File: config.mk
export PLATFORM = sky130hd
export DESIGN_NAME = axis_data_downsizer
export DESIGN_NICKNAME = d
export VERILOG_FILES = /design/src/rtl/dsz_fsm_pkg.sv /design/src/rtl/axis_cfg_pkg.sv /design/src/rtl/axis_data_downsizer.sv /design/src/rtl/beat_splitter.sv /design/src/rtl/stream_fifo.sv
export SDC_FILE = /design/constraint.sdc
export NUM_CORES = 1
export LEC_CHECK = 0
export BUFFER_PORTS_ARGS = -buffer_cell sky130_fd_sc_hd__buf_4
export CAP_MARGIN = 0
export CELL_PAD_IN_SITES_DETAIL_PLACEMENT = 1
export CELL_PAD_IN_SITES_GLOBAL_PLACEMENT = 1
export CORE_MARGIN = 4
export CORE_UTILIZATION = 57
export DETAILED_ROUTE_END_ITERATION = 8
export PLACE_DENSITY = 0.87
export SYNTH_ARGS = -nofsm -noshare
export SYNTH_HDL_FRONTEND = slang
export SYNTH_SLANG_ARGS = --single-unit
File: constraint.sdc
create_clock -name m_axis_aclk -period 6.4 [get_ports m_axis_aclk]
set_clock_uncertainty 0.15 [all_clocks]
set_input_delay 0.32 -clock m_axis_aclk [delete_from_list [all_inputs] [get_ports m_axis_aclk]]
set_output_delay 0.32 -clock m_axis_aclk [all_outputs]
set_load 0.01 [all_outputs]
File: src/rtl/dsz_fsm_pkg.sv
// -------------------------------------------------------------------------
// splitter control encodings
// -------------------------------------------------------------------------

package dsz_fsm_pkg;

  // beat sequencing of one held word
  // SEND_BODY only shows up when the ratio is above 2
  typedef enum logic [1:0] {
    ST_IDLE       = 2'b00,  // nothing held, waiting on the FIFO
    ST_SEND_FIRST = 2'b01,  // msb slice on the bus
    ST_SEND_BODY  = 2'b10,  // middle slices
    ST_SEND_LAST  = 2'b11   // lsb slice, carries tlast
  } dsz_state_e;

endpackage : dsz_fsm_pkg

File: src/rtl/axis_cfg_pkg.sv
// -------------------------------------------------------------------------
// stream format defaults for the data downsizer
// widths of data, tid and tdest on both sides, FIFO depth
// -------------------------------------------------------------------------

package axis_cfg_pkg;

  // input word width, split into DEF_S_DATA_W / DEF_M_DATA_W beats
  localparam int DEF_S_DATA_W = 32;

  // output beat width, ratio must come out at 2 or more
  localparam int DEF_M_DATA_W = 8;

  // sideband fields, copied unchanged onto every beat
  localparam int DEF_ID_W     = 8;  // tid
  localparam int DEF_DEST_W   = 8;  // tdest

  // words buffered ahead of the splitter
  // one more word sits in the splitter holding register
  localparam int DEF_FIFO_DEPTH = 16;

endpackage : axis_cfg_pkg
File: src/rtl/axis_data_downsizer.sv
// -------------------------------------------------------------------------
// AXI4-Stream data downsizer, top level
// FIFO for burst absorption, then the beat splitter
// -------------------------------------------------------------------------

module axis_data_downsizer
  import axis_cfg_pkg::*;
#(
  parameter int S_DATA_W   = DEF_S_DATA_W,   // input word width
  parameter int M_DATA_W   = DEF_M_DATA_W,   // output beat width
  parameter int ID_W       = DEF_ID_W,
  parameter int DEST_W     = DEF_DEST_W,
  parameter int FIFO_DEPTH = DEF_FIFO_DEPTH
) (
  input  logic                m_axis_aclk,
  input  logic                m_axis_arstn,
  // input stream
  input  logic [ID_W-1:0]     s_axis_tid,
  input  logic [DEST_W-1:0]   s_axis_tdest,
  input  logic [S_DATA_W-1:0] s_axis_tdata,
  input  logic                s_axis_tvalid,
  input  logic                s_axis_tlast,
  output logic                s_axis_tready,
  // output stream
  output logic [ID_W-1:0]     m_axis_tid,
  output logic [DEST_W-1:0]   m_axis_tdest,
  output logic [M_DATA_W-1:0] m_axis_tdata,
  output logic                m_axis_tvalid,
  output logic                m_axis_tlast,
  input  logic                m_axis_tready
);

  // one FIFO entry carries a whole input transfer
  localparam int ENTRY_W = ID_W + DEST_W + 1 + S_DATA_W;

  logic [ENTRY_W-1:0]  push_data;
  logic [ENTRY_W-1:0]  pop_data;
  logic                pop;
  logic                pop_empty;

  logic [ID_W-1:0]     word_tid;
  logic [DEST_W-1:0]   word_tdest;
  logic                word_tlast;
  logic [S_DATA_W-1:0] word_tdata;

  // entry layout msb to lsb: tid, tdest, tlast, data
  assign push_data = {s_axis_tid, s_axis_tdest, s_axis_tlast, s_axis_tdata};
  assign {word_tid, word_tdest, word_tlast, word_tdata} = pop_data;

  stream_fifo #(
    .ENTRY_W (ENTRY_W),
    .DEPTH   (FIFO_DEPTH)
  ) i_stream_fifo (
    .m_axis_aclk  (m_axis_aclk),
    .m_axis_arstn (m_axis_arstn),
    .push_valid   (s_axis_tvalid),
    .push_data    (push_data),
    .push_ready   (s_axis_tready),  // low only when full
    .pop          (pop),
    .pop_data     (pop_data),
    .pop_empty    (pop_empty)
  );

  beat_splitter #(
    .S_DATA_W (S_DATA_W),
    .M_DATA_W (M_DATA_W),
    .ID_W     (ID_W),
    .DEST_W   (DEST_W)
  ) i_beat_splitter (
    .m_axis_aclk   (m_axis_aclk),
    .m_axis_arstn  (m_axis_arstn),
    .pop_empty     (pop_empty),
    .word_tid      (word_tid),
    .word_tdest    (word_tdest),
    .word_tlast    (word_tlast),
    .word_tdata    (word_tdata),
    .pop           (pop),
    .m_axis_tready (m_axis_tready),
    .m_axis_tvalid (m_axis_tvalid),
    .m_axis_tdata  (m_axis_tdata),
    .m_axis_tid    (m_axis_tid),
    .m_axis_tdest  (m_axis_tdest),
    .m_axis_tlast  (m_axis_tlast)
  );

endmodule : axis_data_downsizer

File: src/rtl/beat_splitter.sv
// -------------------------------------------------------------------------
// word to beat splitter
// holding register, beat FSM, slice index and output mux
// msb slice goes out first, tlast only on the lsb slice
// -------------------------------------------------------------------------

module beat_splitter
  import dsz_fsm_pkg::*;
#(
  parameter int S_DATA_W = 32,  // held word width
  parameter int M_DATA_W = 8,   // beat width
  parameter int ID_W     = 8,
  parameter int DEST_W   = 8
) (
  input  logic                m_axis_aclk,
  input  logic                m_axis_arstn,
  // word side, FIFO head
  input  logic                pop_empty,
  input  logic [ID_W-1:0]     word_tid,
  input  logic [DEST_W-1:0]   word_tdest,
  input  logic                word_tlast,
  input  logic [S_DATA_W-1:0] word_tdata,
  output logic                pop,           // one cycle, only when !pop_empty
  // beat side
  input  logic                m_axis_tready,
  output logic                m_axis_tvalid,
  output logic [M_DATA_W-1:0] m_axis_tdata,
  output logic [ID_W-1:0]     m_axis_tid,
  output logic [DEST_W-1:0]   m_axis_tdest,
  output logic                m_axis_tlast
);

  localparam int RATIO = S_DATA_W / M_DATA_W;  // beats per word, >= 2
  localparam int IDX_W = $clog2(RATIO);

  dsz_state_e state;
  dsz_state_e next_state;

  logic [IDX_W-1:0]    slice_idx;  // RATIO-1 down to 0
  logic                load;       // pop and capture on the same edge

  // holding register, payload only
  logic [S_DATA_W-1:0] hold_tdata;
  logic [ID_W-1:0]     hold_tid;
  logic [DEST_W-1:0]   hold_tdest;
  logic                hold_tlast;

  // -------------------------------------------------------------------------
  // FSM
  // -------------------------------------------------------------------------

  // idle with data, or last beat leaving with another word queued
  assign load = !pop_empty &&
                ((state == ST_IDLE) || (state == ST_SEND_LAST && m_axis_tready));
  assign pop  = load;

  always_comb begin
    next_state = state;
    case (state)
      ST_IDLE: begin
        if (!pop_empty) next_state = ST_SEND_FIRST;
      end
      ST_SEND_FIRST,
      ST_SEND_BODY: begin
        if (m_axis_tready) begin
          // index 1 means the next beat is the lsb slice
          if (slice_idx == IDX_W'(1)) next_state = ST_SEND_LAST;
          else                        next_state = ST_SEND_BODY;
        end
      end
      ST_SEND_LAST: begin
        if (m_axis_tready) begin
          next_state = pop_empty ? ST_IDLE : ST_SEND_FIRST;  // back to back, no bubble
        end
      end
      default: next_state = ST_IDLE;
    endcase
  end

  always_ff @(posedge m_axis_aclk) begin
    if (!m_axis_arstn) begin
      state     <= ST_IDLE;
      slice_idx <= IDX_W'(RATIO - 1);
    end else begin
      state <= next_state;
      if (load) begin
        slice_idx <= IDX_W'(RATIO - 1);  // restart at msb slice
      end else if (m_axis_tvalid && m_axis_tready && state != ST_SEND_LAST) begin
        slice_idx <= slice_idx - 1'b1;
      end
    end
  end

  // capture FIFO head
  always_ff @(posedge m_axis_aclk) begin
    if (load) begin
      hold_tdata <= word_tdata;
      hold_tid   <= word_tid;
      hold_tdest <= word_tdest;
      hold_tlast <= word_tlast;
    end
  end

  // -------------------------------------------------------------------------
  // beat outputs, all from registers so they hold under back-pressure
  // -------------------------------------------------------------------------

  assign m_axis_tvalid = (state != ST_IDLE);
  assign m_axis_tdata  = hold_tdata[int'(slice_idx) * M_DATA_W +: M_DATA_W];
  assign m_axis_tid    = hold_tid;
  assign m_axis_tdest  = hold_tdest;
  assign m_axis_tlast  = hold_tlast & (state == ST_SEND_LAST);

endmodule : beat_splitter

File: src/rtl/stream_fifo.sv
// -------------------------------------------------------------------------
// single-clock first-word-fall-through FIFO
// circular buffer, pointers with a wrap bit for full/empty
// -------------------------------------------------------------------------

module stream_fifo #(
  parameter int ENTRY_W = 49,  // packed stream word
  parameter int DEPTH   = 16   // entry count of 1 or more
) (
  input  logic               m_axis_aclk,
  input  logic               m_axis_arstn,  // sync active low
  // push side
  input  logic               push_valid,
  input  logic [ENTRY_W-1:0] push_data,
  output logic               push_ready,    // high while not full
  // pop side
  input  logic               pop,           // caller only pops when not empty
  output logic [ENTRY_W-1:0] pop_data,      // head entry while !pop_empty
  output logic               pop_empty
);

  // slot index bits with a floor of 1
  localparam int ADDR_W = (DEPTH > 1) ? $clog2(DEPTH) : 1;

  // -------------------------------------------------------------------------
  // storage and pointers
  // -------------------------------------------------------------------------

  logic [ENTRY_W-1:0] mem [DEPTH];  // entry storage

  // pointer msb is the wrap bit above the slot index
  logic [ADDR_W:0] wr_ptr;
  logic [ADDR_W:0] rd_ptr;

  logic full;
  logic empty;
  logic push_fire;

  // advance a pointer and flip the wrap bit past slot DEPTH-1
  // also correct for depths that are not a power of two
  function automatic logic [ADDR_W:0] ptr_inc(input logic [ADDR_W:0] ptr);
    logic [ADDR_W:0] res;
    if (ptr[ADDR_W-1:0] == ADDR_W'(DEPTH - 1)) begin
      res = {~ptr[ADDR_W], {ADDR_W{1'b0}}};
    end else begin
      res = ptr + 1'b1;
    end
    return res;
  endfunction

  // same slot, same lap -> empty; same slot, other lap -> full
  assign empty = (wr_ptr == rd_ptr);
  assign full  = (wr_ptr[ADDR_W-1:0] == rd_ptr[ADDR_W-1:0]) &&
                 (wr_ptr[ADDR_W] != rd_ptr[ADDR_W]);

  assign push_ready = ~full;
  assign push_fire  = push_valid & push_ready;

  // -------------------------------------------------------------------------
  // pointer update
  // -------------------------------------------------------------------------

  always_ff @(posedge m_axis_aclk) begin
    if (!m_axis_arstn) begin
      wr_ptr <= '0;
      rd_ptr <= '0;
    end else begin
      if (push_fire) begin
        wr_ptr <= ptr_inc(wr_ptr);
      end
      if (pop) begin
        rd_ptr <= ptr_inc(rd_ptr);  // empty is not re-checked here
      end
    end
  end

  // write port
  always_ff @(posedge m_axis_aclk) begin
    if (push_fire) begin
      mem[wr_ptr[ADDR_W-1:0]] <= push_data;
    end
  end

  // fall-through read shows the head right after the push edge
  assign pop_data  = mem[rd_ptr[ADDR_W-1:0]];
  assign pop_empty = empty;

endmodule : stream_fifo

==> impl_metrics.py, run 1 <==
metrics = {
    "synth": {
        "synth_nets": 1504,
        "synthCells": 1442,
        "yosys_warnings": 0,
        "synth_area_sq_um": 32490,
        "synth_cell_types": 40,
        "synthFlopType": "edfxtp_1",
        "ys_seq_elements": 847,
        "synth_area_leaders": "edfxtp_1 (77%), mux4_2 (14%), mux2i_1 (1.7%), a211oi_1 (1.1%), nor2b_1 (0.98%)",
        "synthArstFlopShare_pct": 0,
        "synth_edf_count": 833,
        "syn_avg_cell_area_sq_um": 22.53,
        "synth_top_area_share_pct": 76.99,
        "synth_top_area_cell": "edfxtp_1",
        "ys_seq_area_share_pct": 77.85,
    },
    "floorplan": {
        "dieArea_sq_um": 60890,
        "die_x_um": 246.8,
        "start_util_pct": 57.62,
        "core_area_sq_um": 56390,
        "num_rows": 87,
        "die_y_um": 246.8,
        "ioPinCount": 80,
    },
    "worst_setup_path": {
        "arrival_ns": 4.08,
        "critPathCaptureType": "register",
        "crit_type": "register to register",
        "critPathRequiredTime_ns": 6.47,
        "critPathMaxFanout": 53,
        "critPathLaunchType": "register",
    },
    "clock_network": {
        "clock_path_buffers": 3,
        "ctsHoldBuffers": 50,
        "clockRootBuffer": "clkbuf_16",
        "cts_setup_buffers": 0,
        "ctsResizeCount": 0,
        "cts.sinks": 847,
        "clk_latency_ns": 0.61,
        "htreeDepth": 3,
        "cts_tree": "built",
        "numCtsBuffers": 82,
        "cts.clk_slew.worst_paths_ns": 0.06,
    },
    "timing": {
        "timing.final.crit_share_pct": 62.73,
        "finalSetupViolCount": 0,
        "max_freq_mhz": 249.1,
        "final.min_clock_period_ns": 4.015,
        "finalHoldViolCount": 0,
        "rsz0062_at_grt": "no",
        "worst_pin_slew_ns": 1.224,
        "setup-tns-final_ns": 0,
        "relSlewSlack_pct": 18.40,
        "drv_slew": 0,
    },
    "routing": {
        "vias": 16298,
        "wl_um": 87410,
        "viasPerCell": 6.785,
        "wl_per_cell_um": 36.39,
        "ant_nets": 0,
        "drt-pass1-iter-count": 5,
        "drc": 0,
        "first_iter_violations": 2254,
    },
    "finish": {
        "multiInputGateArea_sq_um": 6803,
        "fillers": 4529,
        "regArea_sq_um": 25310,
        "design_area_sq_um": 36770,
        "syn_to_final_growth_pct": 13.17,
        "fin_cells": 2402,
        "nets": 1647,
        "utilization_pct": 65.21,
        "drive_above_1_share_pct": 25.68,
    },
    "placement": {
        "io_buffer_count": 79,
        "dp.cells": 2206,
        "dp.final_hpwl_um": 39400,
        "dpl_cell_area_sq_um": 33780,
        "routabilityCongestion": 0.7370,
    },
    "global_route": {
        "grt_pass1_vias": 17417,
        "grt_pass1_wl_um": 127600,
        "grt_max_degree": 94,
        "antenna_found_initial": 4,
        "track_usage_pct": 29.59,
        "grt_overflow": 0,
    },
    "status": {
        "status": "finished clean",
    },
    "min_path": {
        "hp-class": "input port to register",
    },
    "power_and_ir_drop": {
        "vdd_drop_max_mv": 0.2409,
        "p_leak_uw": 0.01132,
        "p_total_uw": 13770,
        "p_per_area_nw_per_um2": 374.5,
    },
    "run": {
        "cap_viol_max_count": 0,
    },
}
[worst max-delay path, cell delays in order (launching register included)]
cell and delay (ns):
dfxtp_4 0.94, xnor2_1 0.26, and4_1 0.41, a21oi_2 0.72, and3_4 1.09
[final cells by class]
type	instances	share of cell area (%)
inverters	11	0.1123
flip-flops and latches	847	68.83
clock inverters	38	0.6159
well taps	756	2.572
diodes	3	0.02042
multi-input cells	503	18.50
repair buffers	140	3.253
clock buffers	104	6.094
[cells in the final DEF, fill, tap and decap left out, types with 9 or more instances in the layout]
cell	instances
buf_4	88
a21oi_1	53
ha_1	9
mux2i_1	56
dlygate4sd3_1	50
clkbuf_1	17
and3_4	15
mux4_2	204
nand2_1	14
edfxtp_1	833
clkbuf_16	87
a211oi_1	49
dfxtp_1	10
inv_1	10
nor2b_1	51
clkinv_2	14
clkinv_1	19
[layer usage]
layer  wire length [um]  vias to the layer above  track usage, %
met2              44420                     1185           48.50
met5                 13                        -               0
met4               3451                        2           12.10
li1                   -                     6350               -
met1              31440                     8557           39.31
met3               8091                      204           6.528
[power breakdown]
part | switching [uW] | internal (uW) | total [uW]
Clock | 2110 | 2550 | 4660
Combinational | 1310 | 1080 | 2390
Sequential | 276 | 6440 | 6720
Total | 3700 | 10100 | 13800
[synthesized netlist by cell type, types with 14 or more instances]
library cell,count
edfxtp_1,833
buf_4,14
buf_2,15
a211oi_1,49
nand2_1,14
dfxtp_1,14
nor2b_1,51
mux2i_1,56
mux4_2,204
and3_1,17
a21oi_1,53
clkbuf_1,43
[registers in the layout, summed over array words and instances (netlist names)]
register                      flops
i_beat_splitter.state             2
i_beat_splitter.m_axis_tid        8
i_stream_fifo.mem               784
i_beat_splitter.slice_idx         2
i_beat_splitter.hold_tlast        1
i_stream_fifo.rd_ptr              5
i_beat_splitter.m_axis_tdest      8
i_stream_fifo.wr_ptr              5
i_beat_splitter.hold_tdata       32
[stage by stage]
step | hold slack [ns] | setup WS (ns)
floorplan | 0.2689 | 2.747
global placement | 0.3199 | 2.646
detailed placement | 0.3631 | 2.390
CTS | 0.05271 | 2.277
global route | 0.1150 | 2.212
finish | 0.08949 | 2.385
[worst paths after layout]
| check | depth (start not counted) | start | to | slack [ns] |
|---|---|---|---|---|
| max | 4 | i_stream_fifo.rd_ptr[2]$_SDFFE_PN0P_ | i_stream_fifo.mem[13][26]$_DFFE_PP_ | 2.39 |
| min | 4 | s_axis_tvalid | i_stream_fifo.wr_ptr[2]$_SDFFE_PN0P_ | 0.09 |
| max reg2reg | 4 | i_stream_fifo.rd_ptr[2]$_SDFFE_PN0P_ | i_stream_fifo.mem[13][26]$_DFFE_PP_ | 2.39 |
| min reg2reg | 2 | i_beat_splitter.state[1]$_SDFFE_PN0P_ | i_beat_splitter.state[1]$_SDFFE_PN0P_ | 0.38 |
[kinds of logic after synthesis]
family                   Yosys count  synth area share (%)
buffers and inverters             92                 1.467
adder cells (fa/ha/maj)            9                0.3466
flip-flops                       847                 77.85
AO/OA/AOI/OAI                    120                 2.341
multiplexers                     260                 15.87
AND/OR/NAND/NOR                  107                 1.941
XOR/XNOR                           7                0.1887
(Power assumes the default switching activity.)
==> run 2, diff against run 1 <==
ABC_AREA = 1   (was not set)
CORE_UTILIZATION = 52   (was 57)
PLACE_DENSITY = 0.85   (was 0.87)
clock period = 3.7 ns   (was 6.4 ns; I/O delays follow)
==> run 2 against run 1 <==
Compared with the run above: via count is 42% higher; sequential power up 70%; register-to-register slack worse by 2.4 ns; global-route usage increased by 3.3 points; fmax rose by 9.5%; non-clock buffer count rose by 30; worst setup slack got worse by 2.4 ns; critical path depth increased by 5; combinational power up 130%; power grew 87%; synthesized cell count rose by 71%; clock power up 90%.
==> impl_metrics.py, run 2 <==
metrics = {
    "finish": {
        "layout_common_cells": "edfxtp_1 (833), nor2_1 (515), o21ai_0 (302)",
        "nets": 2617,
        "final_common_cell": "edfxtp_1",
        "utilization_pct": 59.79,
        "design_area_sq_um": 37640,
        "largest_reg_flops": 784,
        "drive_above_1_share_pct": 10.47,
        "syn_to_final_growth_pct": 13.97,
    },
    "power_and_ir_drop": {
        "p_leak_uw": 0.01228,
        "p_per_area_nw_per_um2": 684.4,
        "vdd_drop_max_mv": 0.5077,
    },
    "synth": {
        "synthArstFlopShare_pct": 0,
        "ys_seq_elements": 847,
        "synth_edf_count": 833,
        "synth_top_area_share_pct": 75.73,
        "ys_seq_area_share_pct": 76.58,
        "synth_cell_types": 28,
        "synth_top_area_cell": "edfxtp_1",
        "synthMostInstantiatedCell": "edfxtp_1",
        "synthCells": 2460,
        "yosys_warnings": 0,
        "synthFlopType": "edfxtp_1",
        "yosys-top-cells-count": "edfxtp_1 (833), nor2_1 (532), o21ai_0 (302), nand2_1 (138), o21ai_1 (110)",
        "synth_area_leaders": "edfxtp_1 (76%), nor2_1 (6.0%), o21ai_0 (4.6%), o211ai_1 (2.2%), o22ai_1 (2.0%)",
        "synth_nets": 2522,
        "syn_avg_cell_area_sq_um": 13.43,
        "synth_area_sq_um": 33030,
    },
    "routing": {
        "wl_um": 112400,
        "first_iter_violations": 3747,
        "ant_nets": 0,
        "viasPerCell": 6.685,
        "vias": 23217,
        "drt-pass1-iter-count": 6,
        "drc": 0,
        "wl_per_cell_um": 32.36,
    },
    "clock_network": {
        "htreeDepth": 3,
        "cts_tree": "built",
        "clockRootBuffer": "clkbuf_16",
        "numCtsBuffers": 84,
        "cts.clk_slew.worst_paths_ns": 0.06,
        "cts.sinks": 847,
        "clk_latency_ns": 0.66,
        "clock_path_buffers": 3,
    },
    "worst_setup_path": {
        "worst-path-buf-inv": 2,
        "crit_type": "register to register",
        "worstRegToRegCells": 9,
        "critPathCaptureType": "register",
        "arrival_ns": 3.79,
        "critPathRequiredTime_ns": 3.82,
        "worstReg2RegStart": "i_stream_fifo.rd_ptr[2]$_SDFFE_PN0P_",
        "cp-startpoint": "i_stream_fifo.rd_ptr[2]$_SDFFE_PN0P_",
        "worstReg2RegEnd": "i_stream_fifo.mem[9][27]$_DFFE_PP_",
        "critical_path.top_delay_family": "simple AND/OR/NAND/NOR gates",
        "r2r_slack_ns": 0.03,
        "cp.depth": 9,
        "critPathLaunchType": "register",
        "critPathCapture": "i_stream_fifo.mem[9][27]$_DFFE_PP_",
        "slowest_stage": "nor2_4",
        "worstPathCellList": "nand2_1, nand2_1, nor2_4, nand3b_4, nand2_4, inv_2, nand2_1, nor2_4, buf_4",
        "critPathMaxFanout": 27,
        "critPathMaxStageDelay_ns": 0.79,
        "path_common_cell": "nand2_1",
    },
    "global_route": {
        "grt_pass1_wl_um": 163600,
        "grt_max_degree": 223,
        "antenna_found_initial": 2,
        "grt_overflow": 0,
        "grt_pass1_vias": 24087,
        "track_usage_pct": 32.88,
    },
    "min_path": {
        "hold_start": "m_axis_arstn",
        "hp-class": "input port to register",
    },
    "placement": {
        "pre_cts_slack_ns": 0.1267,
        "dp.final_hpwl_um": 55160,
        "routabilityCongestion": 0.8572,
        "dpl_cell_area_sq_um": 34390,
        "io_buffer_count": 79,
    },
    "floorplan": {
        "die_y_um": 260.0,
        "ioPinCount": 80,
        "dieArea_sq_um": 67610,
        "core_area_sq_um": 62970,
        "die_x_um": 260.0,
        "start_util_pct": 52.46,
        "num_rows": 92,
    },
    "timing": {
        "max_freq_mhz": 272.7,
        "timing.final.crit_share_pct": 99.13,
        "worst_pin_slew_ns": 1.271,
        "drv_slew": 0,
        "setup_slack_ns": 0.03235,
        "final.min_clock_period_ns": 3.668,
        "finalSetupViolCount": 0,
        "relSlewSlack_pct": 15.08,
        "rsz0062_at_grt": "no",
        "finalHoldViolCount": 0,
        "whs_ns": 0.2570,
    },
    "run": {
        "cap_viol_max_count": 0,
    },
    "status": {
        "status": "finished clean",
    },
}
## run 2: cell types whose count changed after synthesis, sizes merged, moves of 47 or more
cell	previous run	this run
a211oi	50	0
a21oi	54	7
mux2i	56	0
mux4	204	0
nand2	14	142
nand3	7	107
nor2	2	535
nor2b	51	0
o211ai	4	98
o21ai	6	412
o22ai	0	106
## run 2: per-layer routing
| metal | vias to the layer above | part of all wire [%] | wire length (um) | track usage, % |
|---|---|---|---|---|
| li1 | 9294 | - | - | - |
| met1 | 11577 | 36 | 40070 | 43.03 |
| met2 | 1920 | 48 | 54070 | 53.76 |
| met3 | 424 | 11 | 12570 | 6.963 |
| met4 | 2 | 5.0 | 5668 | 14.30 |
| met5 | - | 0.0080 | 9 | 0 |
## run 2: metrics by stage
stage / power [uW] / instances / TNS, ns
after floorplan: 14470 / 2460 / -98.51
after global placement: 16110 / 3261 / 0
after CTS: 25260 / 3472 / 0
after global routing: 26430 / 3473 / 0
final: 25770 / 3473 / 0
after detailed placement: 16500 / 3261 / 0
## run 2: worst reg2reg max path: stages (launching register included)
cell      delay [ns]
dfxtp_2         0.67
nand2_1         0.14
nand2_1         0.18
nor2_4          0.09
nand3b_4        0.13
nand2_4         0.11
inv_2           0.13
nand2_1         0.30
nor2_4          0.79
buf_4           0.57
## run 2: where the power goes
| group | internal (uW) | switching (uW) | total [uW] | leakage (uW) |
|---|---|---|---|---|
| sequential | 11100 | 303 | 11400 | 0.00766 |
| clock | 4790 | 4070 | 8860 | 0.00132 |
| combinational | 1440 | 4040 | 5490 | 0.00330 |
## run 2: worst min path at each step
stage                                                  to  slack [ns]  cells after the start
CTS                    i_stream_fifo.mem[11][7]$_DFFE_PP_        0.24                      2
floorplan               i_stream_fifo.mem[0][0]$_DFFE_PP_        0.13                      0
detailed placement  i_beat_splitter.state[1]$_SDFFE_PN0P_        0.34                      3
global route        i_beat_splitter.state[0]$_SDFFE_PN0P_        0.29                      4
finish              i_beat_splitter.state[0]$_SDFFE_PN0P_        0.26                      4
global placement    i_beat_splitter.state[1]$_SDFFE_PN0P_        0.33                      3
## run 2: logic make-up after synthesis
kind of cell / count (synthesis) / synth area share, %
DFF: 847 / 76.58
and+or+nand+nor: 793 / 9.751
AOI/OAI and AO/OA: 624 / 10.60
buffers and inverters: 181 / 2.565
adders and majority gates: 9 / 0.3409
xor gates and xnor gates: 6 / 0.1591
## run 2: cell type report
type / count / area, sq um
antenna: 1 / 2.502
clock buffer: 99 / 2158
fill: 5952 / 25320
inverter: 20 / 88.84
clock inverter: 58 / 549.3
sequential: 847 / 25300
timing repair buffer: 170 / 1469
multi-input combinational: 1432 / 7015
tap: 846 / 1059
## run 2: timing repair
item,CTS,global route
hold buffers,54,0
endpoints found under the setup margin,0,9
gates resized for setup,0,2
buffers inserted,0,0
hold endpoints to repair,798,0
==> run 3, diff against run 2 <==
CORE_UTILIZATION = 56   (was 52)
PLACE_DENSITY = 0.9   (was 0.85)
clock period = 4.73 ns   (was 3.7 ns; I/O delays follow)
==> run 3 against run 2 <==
Compared with the run above: critical path depth shrank 3; global-route usage grew 5.2 points; via count grew 4.8%; sequential share of layout area grew 0.11 points; sequential power shrank 21%; sequential cell count is the same; power shrank 20%; largest cell class unchanged; routed wire length grew 8.4%; cell count shrank 2.4%; design area shrank 0.17%; fmax shrank 17%; largest power group unchanged; combinational power shrank 23%.
==> impl_metrics.py, run 3 (synthesized netlist as in run 2, its figures left out) <==
metrics = {
    "timing": {
        "finalHoldViolCount": 0,
        "setup-tns-final_ns": 0,
        "timing.final.crit_share_pct": 93.46,
        "relSlewSlack_pct": 11.75,
        "rsz0062_at_grt": "no",
        "final.min_clock_period_ns": 4.421,
        "drv_slew": 0,
        "worst_pin_slew_ns": 1.324,
        "whs_ns": 0.3032,
        "finalSetupViolCount": 0,
        "max_freq_mhz": 226.2,
        "setup_slack_ns": 0.3091,
    },
    "finish": {
        "syn_to_final_growth_pct": 13.78,
        "final_common_cell": "edfxtp_1",
        "largest_reg_flops": 784,
        "fin_cells": 3389,
        "nets": 2614,
        "layout_common_cells": "edfxtp_1 (833), nor2_1 (515), o21ai_0 (302)",
        "drive_above_1_share_pct": 10.22,
        "utilization_pct": 64.77,
    },
    "floorplan": {
        "die_y_um": 250.9,
        "core_area_sq_um": 58030,
        "dieArea_sq_um": 62930,
        "start_util_pct": 56.92,
        "num_rows": 88,
        "die_x_um": 250.9,
        "ioPinCount": 80,
    },
    "clock_network": {
        "htreeDepth": 3,
        "numCtsBuffers": 84,
        "cts.clk_slew.worst_paths_ns": 0.07,
        "clockRootBuffer": "clkbuf_16",
        "cts_setup_buffers": 0,
        "clk_latency_ns": 0.67,
        "cts.sinks": 847,
        "clock_path_buffers": 3,
        "cts_tree": "built",
        "ctsResizeCount": 0,
    },
    "min_path": {
        "hp-class": "input port to register",
    },
    "power_and_ir_drop": {
        "p_leak_uw": 0.01230,
        "power.share.clock_pct": 35.4,
        "power_frac_seq_pct": 44.0,
        "p_comb_share_pct": 20.6,
        "intPower_uw": 13860,
        "p_switching_uw": 6718,
        "vdd_drop_max_mv": 0.3735,
        "switching_share_pct": 32.64,
        "p_per_area_nw_per_um2": 547.6,
    },
    "routing": {
        "drt-pass1-iter-count": 6,
        "wl_um": 121800,
        "ant_nets": 0,
        "viasPerCell": 7.178,
        "first_iter_violations": 4257,
        "wl_per_cell_um": 35.94,
        "vias": 24327,
        "drc": 0,
    },
    "run": {
        "cap_viol_max_count": 0,
    },
    "global_route": {
        "grt_pass1_vias": 25470,
        "grt_max_degree": 112,
        "antenna_found_initial": 4,
        "grt_pass1_wl_um": 175200,
        "track_usage_pct": 38.10,
        "grt_overflow": 0,
    },
    "worst_setup_path": {
        "r2r_slack_ns": 0.31,
        "critPathCaptureType": "register",
        "critPathMaxFanout": 106,
        "arrival_ns": 4.78,
        "critPathLaunchType": "register",
        "critPathRequiredTime_ns": 5.09,
        "crit_type": "register to register",
    },
    "placement": {
        "pre_cts_slack_ns": 0.7998,
        "routabilityCongestion": 0.8180,
        "dp.cells": 3177,
        "dp.final_hpwl_um": 55540,
        "io_buffer_count": 79,
    },
    "status": {
        "status": "finished clean",
    },
}
run 3: cell count changes in the layout (fill, tap and decap cells not counted), moves of 4 or more:
cell / before / now
clkbuf_1: 15 / 20
clkinv_2: 19 / 10
bufinv_16: 8 / 12
buf_12: 4 / 0
run 3: metrics by stage:
step                      instance area [sq um]  total power (uW)
after floorplan                           33030             11320
after CTS                                 37580             20100
after global routing                      37580             21010
final                                     37580             20580
after global placement                    34210             12420
after detailed placement                  34210             12800
run 3: path summary, 6_finish.rpt:
check / from / endpoint / cells after the start
setup / recovery: i_stream_fifo.rd_ptr[0]$_SDFFE_PN0P_ / i_beat_splitter.hold_tdata[25]$_DFFE_PP_ / 6
hold / removal: m_axis_tready / i_beat_splitter.slice_idx[1]$_SDFFE_PP1P_ / 4
setup reg to reg: i_stream_fifo.rd_ptr[0]$_SDFFE_PN0P_ / i_beat_splitter.hold_tdata[25]$_DFFE_PP_ / 6
hold reg to reg: i_stream_fifo.wr_ptr[4]$_SDFFE_PN0P_ / i_stream_fifo.wr_ptr[4]$_SDFFE_PN0P_ / 2
run 3: area by class of cell:
type | instances | area, sq um
diodes | 2 | 5.005
clock buffers | 107 | 2252
clock inverters | 49 | 570.5
fillers | 5257 | 20440
inverters | 20 | 88.84
multi-input cells | 1432 | 7015
flip-flops and latches | 847 | 25300
well taps | 765 | 957.2
repair buffers | 167 | 1389
run 3: power groups by stage:
stage	sequential [uW]	combinational [uW]	clock [uW]
2_1_floorplan	8960	2360	0
3_3_place_gp	9100	3330	0
3_5_place_dp	9130	3680	0
4_1_cts	9000	3990	7100
5_1_grt	9050	4390	7570
6_report	9050	4240	7280
run 3: routing by layer:
metal	vias up	wire (um)	GRT usage, %
li1	9298	-	-
met1	11827	39310	47.24
met2	2515	56840	60.36
met3	683	15970	9.445
met4	4	9629	24.90
met5	-	31	0
run 3: worst max-delay path: stages (launching register included):
cell and delay, ns:
dfxtp_4 0.89, buf_4 1.03, buf_4 0.88, o21ai_0 0.37, o211ai_1 0.46, nand3_1 0.17
nand3_1 0.13
run 3: what timing repair did:
item | 4_1_cts | 5_1_grt
hold buffers | 54 | 0
setup endpoints to repair | 0 | 0
endpoints found under the hold margin | 798 | 0
